### src/verilog/lsuPkg.sv
`default_nettype none

package lsuPkg;

    ////////////////////////////////////////////////////////////////////////////
    // Widths
    ////////////////////////////////////////////////////////////////////////////

    typedef logic [31:0] word;
    typedef logic [5:0]  robId;
    typedef logic [5:0]  physReg;
    typedef logic [3:0]  byteStrobe;
    typedef logic [4:0]  excCode;

    typedef enum logic [2:0] {
        LB,
        LBU,
        LH,
        LHU,
        LW,
        SB,
        SH,
        SW
    } memOp;

    // Address error on load / on store
    localparam excCode excAdEL = 5'd4;
    localparam excCode excAdES = 5'd5;

    ////////////////////////////////////////////////////////////////////////////
    // Bundles
    ////////////////////////////////////////////////////////////////////////////

    typedef struct packed {
        logic   valid;
        memOp   op;
        robId   id;
        physReg dst;
        word    base;
        word    imm;
        word    storeData;
    } memUop;

    // addr is physical
    typedef struct packed {
        logic      valid;
        logic      write;
        word       addr;
        byteStrobe strobe;
        word       wdata;
    } memReq;

    typedef struct packed {
        logic valid;
        word  rdata;
    } memResp;

    typedef struct packed {
        logic   finish;
        robId   id;
        logic   exception;
        excCode code;
        word    badVAddr;
    } commitInfo;

    typedef struct packed {
        logic   wen;
        physReg rd;
        word    wdata;
    } wbInfo;

endpackage

`default_nettype wire
### src/verilog/loadStoreUnit.sv
`timescale 1ns/1ps
`default_nettype none

module loadStoreUnit (
    input  wire logic           clk,
    input  wire logic           rst,
    input  wire logic           flush,
    input  wire logic           fireStore,
    input  wire lsuPkg::memUop  uop,
    output logic                busy,
    output lsuPkg::commitInfo   commit,
    output lsuPkg::wbInfo       wb,
    output lsuPkg::memReq       req,
    input  wire logic           memReady,
    input  wire lsuPkg::memResp resp
);

    typedef enum logic [2:0] {
        sIdle,
        sException,
        sLoadReq,
        sLoadResp,
        sStoreWait,
        sStoreFire,
        sRecover
    } lsuState;

    lsuState           state;
    lsuState           nextState;
    lsuPkg::memUop     cur;
    lsuPkg::word       inAddr;
    lsuPkg::word       effAddr;
    lsuPkg::word       physAddr;
    logic              accept;
    logic              inMisaligned;
    lsuPkg::word       loadData;
    lsuPkg::byteStrobe storeStrobe;
    lsuPkg::word       storeData;

    function automatic logic isStore(input lsuPkg::memOp op);
        return op inside {lsuPkg::SB, lsuPkg::SH, lsuPkg::SW};
    endfunction

    function automatic logic misaligned(input lsuPkg::memOp op, input logic [1:0] low);
        case (op)
            lsuPkg::LW, lsuPkg::SW: begin
                return low != 2'b00;
            end
            lsuPkg::LH, lsuPkg::LHU, lsuPkg::SH: begin
                return low[0];
            end
            default: begin
                return 1'b0;
            end
        endcase
    endfunction

    // kseg0 and kseg1 both alias the low 512 MB
    function automatic lsuPkg::word toPhys(input lsuPkg::word va);
        if (va[31:30] == 2'b10) begin
            return {3'b000, va[28:0]};
        end
        return va;
    endfunction

    ////////////////////////////////////////////////////////////////////////////
    // Acceptance and address
    ////////////////////////////////////////////////////////////////////////////

    assign inAddr       = uop.base + uop.imm;
    assign inMisaligned = misaligned(uop.op, inAddr[1:0]);
    assign accept       = (state == sIdle) && uop.valid && !flush;

    assign effAddr  = cur.base + cur.imm;
    assign physAddr = toPhys(effAddr);

    always_ff @(posedge clk) begin
        if (accept) begin
            cur <= uop;
        end
    end

    loadAligner loadAligner_inst (
        .op     (cur.op),
        .offset (effAddr[1:0]),
        .raw    (resp.rdata),
        .result (loadData)
    );

    storeFormatter storeFormatter_inst (
        .op     (cur.op),
        .offset (physAddr[1:0]),
        .data   (cur.storeData),
        .strobe (storeStrobe),
        .wdata  (storeData)
    );

    ////////////////////////////////////////////////////////////////////////////
    // FSM
    ////////////////////////////////////////////////////////////////////////////

    always_ff @(posedge clk) begin
        if (rst) begin
            state <= sIdle;
        end else begin
            state <= nextState;
        end
    end

    always_comb begin
        nextState = state;
        case (state)
            sIdle: begin
                if (accept) begin
                    if (inMisaligned) begin
                        nextState = sException;
                    end else if (isStore(uop.op)) begin
                        nextState = sStoreWait;
                    end else begin
                        nextState = sLoadReq;
                    end
                end
            end
            sException: begin
                nextState = sIdle;
            end
            sLoadReq: begin
                if (flush) begin
                    nextState = sIdle;
                end else if (memReady) begin
                    nextState = sLoadResp;
                end
            end
            sLoadResp: begin
                // A response in the flush cycle is simply dropped
                if (resp.valid) begin
                    nextState = sIdle;
                end else if (flush) begin
                    nextState = sRecover;
                end
            end
            sStoreWait: begin
                if (flush) begin
                    nextState = sIdle;
                end else if (fireStore) begin
                    nextState = sStoreFire;
                end
            end
            sStoreFire: begin
                // Past commit, flush no longer applies
                if (memReady) begin
                    nextState = sIdle;
                end
            end
            sRecover: begin
                if (resp.valid) begin
                    nextState = sIdle;
                end
            end
            default: begin
                nextState = sIdle;
            end
        endcase
    end

    always_comb begin
        busy             = 1'b1;
        req.valid        = 1'b0;
        req.write        = 1'b0;
        req.addr         = {physAddr[31:2], 2'b00};
        req.strobe       = storeStrobe;
        req.wdata        = storeData;
        commit.finish    = 1'b0;
        commit.id        = cur.id;
        commit.exception = 1'b0;
        commit.code      = isStore(cur.op) ? lsuPkg::excAdES : lsuPkg::excAdEL;
        commit.badVAddr  = effAddr;
        wb.wen           = 1'b0;
        wb.rd            = cur.dst;
        wb.wdata         = loadData;
        case (state)
            sIdle: begin
                busy = 1'b0;
                // Stores finish at acceptance, the write waits for retirement
                if (accept && isStore(uop.op) && !inMisaligned) begin
                    commit.finish = 1'b1;
                    commit.id     = uop.id;
                end
            end
            sException: begin
                commit.finish    = !flush;
                commit.exception = !flush;
            end
            sLoadReq: begin
                req.valid = !flush;
            end
            sLoadResp: begin
                if (resp.valid) begin
                    busy          = 1'b0;
                    commit.finish = !flush;
                    wb.wen        = !flush;
                end
            end
            sStoreFire: begin
                busy      = !memReady;
                req.valid = 1'b1;
                req.write = 1'b1;
                req.addr  = physAddr;
            end
            sRecover: begin
                busy = !resp.valid;
            end
            default: begin
                busy = 1'b1;
            end
        endcase
    end

endmodule

`default_nettype wire

### src/verilog/storeFormatter.sv
`timescale 1ns/1ps
`default_nettype none

module storeFormatter (
    input  wire lsuPkg::memOp op,
    input  wire logic [1:0]   offset,
    input  wire lsuPkg::word  data,
    output lsuPkg::byteStrobe strobe,
    output lsuPkg::word       wdata
);

    logic [4:0] byteShift;

    assign byteShift = {offset, 3'b000};

    always_comb begin
        case (op)
            lsuPkg::SB: begin
                strobe = 4'b0001 << offset;
                wdata  = {24'b0, data[7:0]} << byteShift;
            end
            lsuPkg::SH: begin
                if (offset[1]) begin
                    strobe = 4'b1100;
                    wdata  = {data[15:0], 16'b0};
                end else begin
                    strobe = 4'b0011;
                    wdata  = {16'b0, data[15:0]};
                end
            end
            lsuPkg::SW: begin
                strobe = 4'b1111;
                wdata  = data;
            end
            default: begin
                // Loads never write
                strobe = 4'b0000;
                wdata  = data;
            end
        endcase
    end

endmodule

`default_nettype wire

### src/verilog/loadAligner.sv
`timescale 1ns/1ps
`default_nettype none

module loadAligner (
    input  wire lsuPkg::memOp op,
    input  wire logic [1:0]   offset,
    input  wire lsuPkg::word  raw,
    output lsuPkg::word       result
);

    logic [7:0]  selByte;
    logic [15:0] selHalf;

    assign selByte = raw[8*offset +: 8];
    // Halfword lane only depends on bit 1
    assign selHalf = raw[16*offset[1] +: 16];

    always_comb begin
        case (op)
            lsuPkg::LB: begin
                result = {{24{selByte[7]}}, selByte};
            end
            lsuPkg::LBU: begin
                result = {24'b0, selByte};
            end
            lsuPkg::LH: begin
                result = {{16{selHalf[15]}}, selHalf};
            end
            lsuPkg::LHU: begin
                result = {16'b0, selHalf};
            end
            default: begin
                result = raw;
            end
        endcase
    end

endmodule

`default_nettype wire

### config.mk
export PLATFORM = sky130hd
export DESIGN_NAME = loadStoreUnit
export DESIGN_NICKNAME = d
export VERILOG_FILES = /design/src/verilog/lsuPkg.sv /design/src/verilog/loadStoreUnit.sv /design/src/verilog/storeFormatter.sv /design/src/verilog/loadAligner.sv
export SDC_FILE = /design/constraint.sdc
export NUM_CORES = 1
export LEC_CHECK = 0
export ABC_AREA = 1
export BUFFER_PORTS_ARGS = -buffer_cell sky130_fd_sc_hd__buf_2
export CORE_MARGIN = 1
export CORE_UTILIZATION = 51
export CTS_BUF_LIST = sky130_fd_sc_hd__clkbuf_16
export CTS_CLUSTER_SIZE = 30
export DETAILED_ROUTE_END_ITERATION = 12
export PLACE_DENSITY = 0.86
export REMOVE_ABC_BUFFERS = 1
export SYNTH_ARGS = -nofsm -noshare
export SYNTH_HDL_FRONTEND = slang
export SYNTH_HIERARCHICAL = 1
export SYNTH_SLANG_ARGS = --single-unit
### constraint.sdc
create_clock -name clk -period 6.9 [get_ports clk]
set_input_delay 0 -clock clk [delete_from_list [all_inputs] [get_ports clk]]
set_output_delay 0 -clock clk [all_outputs]
set_load 0.03 [all_outputs]
==> qor.yml, run 1 <==
outcome:
  status: "finished, final reports clean"
drt:
  route.vias.total: 9143
  drtIter0Drc: 792
  wire_per_inst_um: 16.41
  drc: 0
  antenna_left: 0
  first_pass_iters: 6
  wirelength_mm: 27.67
  vias_per_cell: 5.423
setup_path:
  worstSetupEndpointType: "primary output"
  path_max_fanout: 77
  rr_startpoint: "state[1]$_SDFFE_PP0P_"
  reg2regPathDepth: 5
  start_kind: "flop"
  criticalPathCategory: "reg2out"
  critPathArrivalTime_ns: 3.47
  ff2ff_setup_slack_ns: 4.43
  cp_data_required_time_ns: 6.90
  r2r-end: "cur[53]$_DFFE_PP_"
timing:
  hold_viol: 0
  finalCriticalPeriod_ns: 3.466
  slew_headroom: 0.3509
  finalSetupTns_ns: 0
  slew_viol_final: 0
  fmax_mhz: 288.5
  setup_ws_ns: 3.434
  grt_setup_unrepaired: "false"
  setup-violations-final: 0
  period_share: 0.5023
  tightest_slew_ns: 0.9736
  clock_skew_ns: 0.007813
synth:
  synth_top_area_cell: "edfxtp_1"
  ys_ff_latch: 114
  ys_top_cells_by_area: "edfxtp_1 40%, nand2_1 15%, nand3_1 6.4%"
  ys_seq_area_frac: 0.4076
  async_flop_share: 0
  synth_edf_count: 111
  synthFlopType: "edfxtp_1"
  synth_area_um2: 8325
  syn_avg_cell_area_um2: 7.687
  yosysWarnings: 6
  yosys.cell_types.count: 44
  synthCells: 1083
  yosys.area.top_type_share: 0.4004
cells_and_area:
  nNetsFinal: 1638
  layout_commonest_cell: "nand2_1"
  multi_input_area_um2: 3955
  nFillCells: 1123
  final_cell_mix: "337 x nand2_1, 300 x buf_2, 119 x inv_1"
  areaGrowthSynthToFinish_pct: 38.02
  utilization: 0.7234
  final_area_um2: 11490
  seq_area_um2: 3393
  layout-drive-gt1-share: 0.2847
placed_design:
  post_dp_cell_area_um2: 9676
  io_buffers: 300
  hpwl_mm: 17.00
  pre_cts_ws_ns: 3.887
  gp_congestion: 0.9436
floorplan:
  die_x_um: 129.8
  core_area_um2: 15890
  io_pins: 305
  rows: 46
  initial_core_util: 0.5241
  fp.dieH_um: 129.8
  dieArea_um2: 16840
cts:
  cts-root-buf: "clkbuf_16"
  clk_pin_slew_ns: 0.06
  cts-resized-gates: 0
  h-tree-depth: 4
  cts_sinks: 114
  clockBufferDepth: 2
  cts_tree: "done"
  cts_buffers: 17
  clkLatencyLatePin_ns: 0.42
power_and_ir_drop:
  finalPower_w: 0.003324
  p_leak_nw: 5.851
  irDropWorstVdd_uv: 333.1
  p_per_area_nw_per_um2: 289.3
global_route:
  grt_usage: 0.3221
  grt_pass1_vias: 8376
  overflow: 0
  antenna_found_initial: 1
  grt_pass1_wl_mm: 41.33
  grt_max_degree: 78
min_path:
  min_to: "state[2]$_SDFFE_PP0P_"
  hold_depth: 6
  min_path_type: "in2reg"
  hp-start: "resp[32]"
flow_run:
  maxCapViolCount: 0
## registers in the layout, indices dropped and copies added, names as in the netlist
name and flops:
state 3, wb 6, cur 105
## critical path, stage by stage (launching register included)
cell	delay [ns]
edfxtp_1	0.36
ha_1	0.21
inv_1	0.07
fa_1	0.44
inv_2	0.06
buf_4	0.53
inv_2	0.20
nand2_1	0.13
nand3_1	0.07
nand2_1	0.14
nand2_2	0.37
nand3_2	0.21
buf_2	0.22
## how the worst max path moves through the flow
stage / from / end / slack (ns) / depth (start not counted)
CTS: cur[32]$_DFFE_PP_ / wb[18] / 3.45 / 12
global placement: cur[32]$_DFFE_PP_ / wb[13] / 3.96 / 12
finish: cur[32]$_DFFE_PP_ / wb[18] / 3.43 / 12
detailed placement: cur[32]$_DFFE_PP_ / wb[18] / 3.89 / 12
floorplan: state[1]$_SDFFE_PP0P_ / commit[38] / -0.24 / 5
global route: cur[32]$_DFFE_PP_ / wb[13] / 3.18 / 12
## area by class of cell
cell class	instances	share of cell area
Clock inverter	15	0.02210
Sequential cell	114	0.2953
Clock buffer	17	0.03702
Tap cell	216	0.02352
Timing Repair Buffer	419	0.2330
Multi-Input combinational cell	767	0.3442
Antenna cell	2	0.0004355
Inverter	136	0.04443
## report_power, final
part / switching [W] / internal, W
clock: 0.000341 / 0.000682
combinational: 0.00101 / 0.000411
sequential: 0.0000340 / 0.000844
total: 0.00139 / 0.00194
## kinds of logic (layout without fill, tap and decap cells)
logic type,Yosys count,after routing,share of synthesized area
AO/OA/AOI/OAI,66,66,0.04614
XOR/XNOR,27,27,0.02840
adder cells (fa/ha/maj),33,33,0.05050
buffers and inverters,204,587,0.1190
flip-flops,114,114,0.4076
other,2,6,0.0009020
AND/OR/NAND/NOR,637,637,0.3475
## metal layers
metal,part of all wire,wire (um),up-vias,GRT usage
met5,0,0,-,0
met4,0.049,1359,0,0.1717
met3,0.10,2828,114,0.07421
met2,0.50,13850,642,0.5876
met1,0.35,9636,4170,0.3460
li1,-,-,4217,-
## synthesized netlist by cell type (2+ instances only)
| cell type | count |
|---|---|
| nand4_1 | 10 |
| buf_4 | 44 |
| nand3b_1 | 4 |
| conb_1 | 2 |
| nor2_1 | 100 |
| dfxtp_1 | 3 |
| a21oi_1 | 29 |
| o21a_1 | 2 |
| o21ai_0 | 6 |
| or2_2 | 8 |
| a31oi_1 | 4 |
| nor2_2 | 6 |
| xor2_1 | 18 |
| ha_1 | 32 |
| o21ai_1 | 9 |
| a21oi_2 | 3 |
| o21bai_1 | 6 |
| nand3_2 | 27 |
| nor3_1 | 11 |
| o211ai_1 | 4 |
| xnor2_1 | 9 |
| inv_1 | 120 |
| nand2_1 | 337 |
| nand2_2 | 10 |
| clkbuf_1 | 6 |
| inv_2 | 15 |
| edfxtp_1 | 111 |
| buf_6 | 6 |
| nand3_1 | 107 |
| buf_2 | 12 |
| nor3_2 | 5 |
| or2_1 | 4 |
| nor2_4 | 2 |
## metrics by stage
step | hold slack (ns) | instances
floorplan | 0.06907 | 1017
global placement | 0.1766 | 1539
detailed placement | 0.1781 | 1539
CTS | 0.03056 | 1684
global route | 0.07886 | 1685
finish | 0.05599 | 1686
## timing repair
action,in CTS,in global routing
buffers inserted,0,0
endpoints found under the hold margin,114,0
hold buffers,113,0
Power figures use the tool's default switching activity.
==> inputs of run 2 (changes only) <==
Clock period 6.9 ns to 3.2 ns, I/O delays scaled along.
==> qor.yml, run 2 (synthesized netlist as in run 1, its figures left out) <==
outcome:
  status: "finished, final reports clean"
cts:
  clkLatencyLatePin_ns: 0.42
  postCtsSetupBuffers: 0
  cts_sinks: 114
  cts_tree: "done"
  clockBufferDepth: 2
  cts_buffers: 17
  clk_pin_slew_ns: 0.05
  cts-root-buf: "clkbuf_16"
  h-tree-depth: 4
min_path:
  min_path_type: "in2reg"
placed_design:
  hpwl_mm: 17.15
  placedCellCount: 1540
  post_dp_cell_area_um2: 9696
  io_buffers: 300
  gp_congestion: 0.9502
global_route:
  grt_pass1_vias: 8457
  grt_usage: 0.3346
  antenna_found_initial: 3
  grt_max_degree: 112
  grt_pass1_wl_mm: 42.68
  overflow: 0
timing:
  holdWs_ns: 0.02080
  clock_skew_ns: 0.01095
  finalCriticalPeriod_ns: 2.995
  slew_viol_final: 0
  setup-violations-final: 0
  fmax_mhz: 333.9
  period_share: 0.9359
  tightest_slew_ns: 0.8387
  grt_setup_unrepaired: "false"
  slew_headroom: 0.4396
  hold_viol: 0
power_and_ir_drop:
  internal_power_w: 0.003929
  pwr-share-seq: 0.275
  finalPower_w: 0.006905
  swShare: 0.4311
  irDropWorstVdd_uv: 614.6
  pwr-share-comb: 0.448
  p_per_area_nw_per_um2: 604.3
  clockPowerShare: 0.277
  p_leak_nw: 5.824
  p_sw_w: 0.002977
cells_and_area:
  final_cell_mix: "337 x nand2_1, 300 x buf_2, 120 x inv_1"
  utilization: 0.7193
  largest_reg_flops: 105
  nNetsFinal: 1638
  areaGrowthSynthToFinish_pct: 37.24
  largest_register: "cur"
  nFillCells: 1119
  final_area_um2: 11430
  layout-drive-gt1-share: 0.2841
  seq_area_um2: 3393
  layout_commonest_cell: "nand2_1"
  multi_input_area_um2: 3960
  final_cells: 1687
floorplan:
  dieArea_um2: 16840
  core_area_um2: 15890
  die_x_um: 129.8
  rows: 46
  fp.dieH_um: 129.8
  io_pins: 305
  initial_core_util: 0.5241
drt:
  drc: 0
  vias_per_cell: 5.421
  antenna_left: 0
  wire_per_inst_um: 16.76
  drtIter0Drc: 778
  route.vias.total: 9145
  first_pass_iters: 6
  wirelength_mm: 28.27
setup_path:
  crit_family: "buffers and inverters"
  start_kind: "flop"
  slowest_stage: "fa_1"
  slowest_delay_ns: 0.43
  path_cells: "ha_1 -> inv_1 -> fa_1 -> inv_2 -> buf_6 -> buf_4 -> nand2_1 -> inv_1 -> nand2_1 -> nand3_1 -> buf_2"
  crit_buf_inv: 6
  cp_data_required_time_ns: 3.20
  critPathArrivalTime_ns: 2.99
  worstSetupEndpointType: "primary output"
  ff2ff_setup_slack_ns: 1.44
  criticalPathCategory: "reg2out"
  path_max_fanout: 39
flow_run:
  maxCapViolCount: 0
-- run 2: final cells by class --
cell class,count,area share
Antenna cell,3,0.0006570
Clock buffer,17,0.03723
Clock inverter,15,0.01467
Inverter,136,0.04468
Multi-Input combinational cell,767,0.3466
Sequential cell,114,0.2970
Tap cell,216,0.02365
Timing Repair Buffer,419,0.2355
-- run 2: worst register-to-register path, stage by stage (launching register included) --
cell,delay [ns]
dfxtp_1,0.34
inv_2,0.08
nand2_1,0.13
nor3_4,0.26
buf_12,0.49
-- run 2: final timing paths --
check                                      startpoint                    end  cells after the start
worst max-delay path                cur[32]$_DFFE_PP_                req[27]                     11
worst min-delay path                         memReady  state[0]$_SDFFE_PP0P_                      4
worst max register to register  state[1]$_SDFFE_PP0P_      cur[87]$_DFFE_PP_                      4
worst min register to register  state[1]$_SDFFE_PP0P_  state[1]$_SDFFE_PP0P_                      2
-- run 2: stage by stage --
step / worst slack [ns] / TNS, ns
after detailed placement: 0.6303 / 0
after global placement: 0.7104 / 0
after CTS: 0.1803 / 0
final: 0.2051 / 0
after global routing: 0.06618 / 0
after floorplan: -3.939 / -269.80
-- run 2: power by group through the flow --
stage          clock network [W]  logic (W)  registers, W
2_1_floorplan                  0    0.00200       0.00194
3_3_place_gp                   0    0.00281       0.00191
3_5_place_dp                   0    0.00284       0.00192
4_1_cts                  0.00190    0.00297       0.00189
5_1_grt                  0.00200    0.00328       0.00191
6_report                 0.00192    0.00309       0.00190
-- run 2: what timing repair did --
item,in CTS,in global routing
hold buffers,112,0
endpoints found under the setup margin,0,3
gates resized for setup,0,2
hold endpoints to repair,114,0
-- run 2: metal layers --
| layer | up-vias | global-route usage | part of all wire |
|---|---|---|---|
| met5 | - | 0 | 0 |
| met4 | 0 | 0.2038 | 0.051 |
| met3 | 128 | 0.08856 | 0.095 |
| met2 | 709 | 0.5923 | 0.50 |
| met1 | 4083 | 0.3572 | 0.35 |
| li1 | 4225 | - | - |
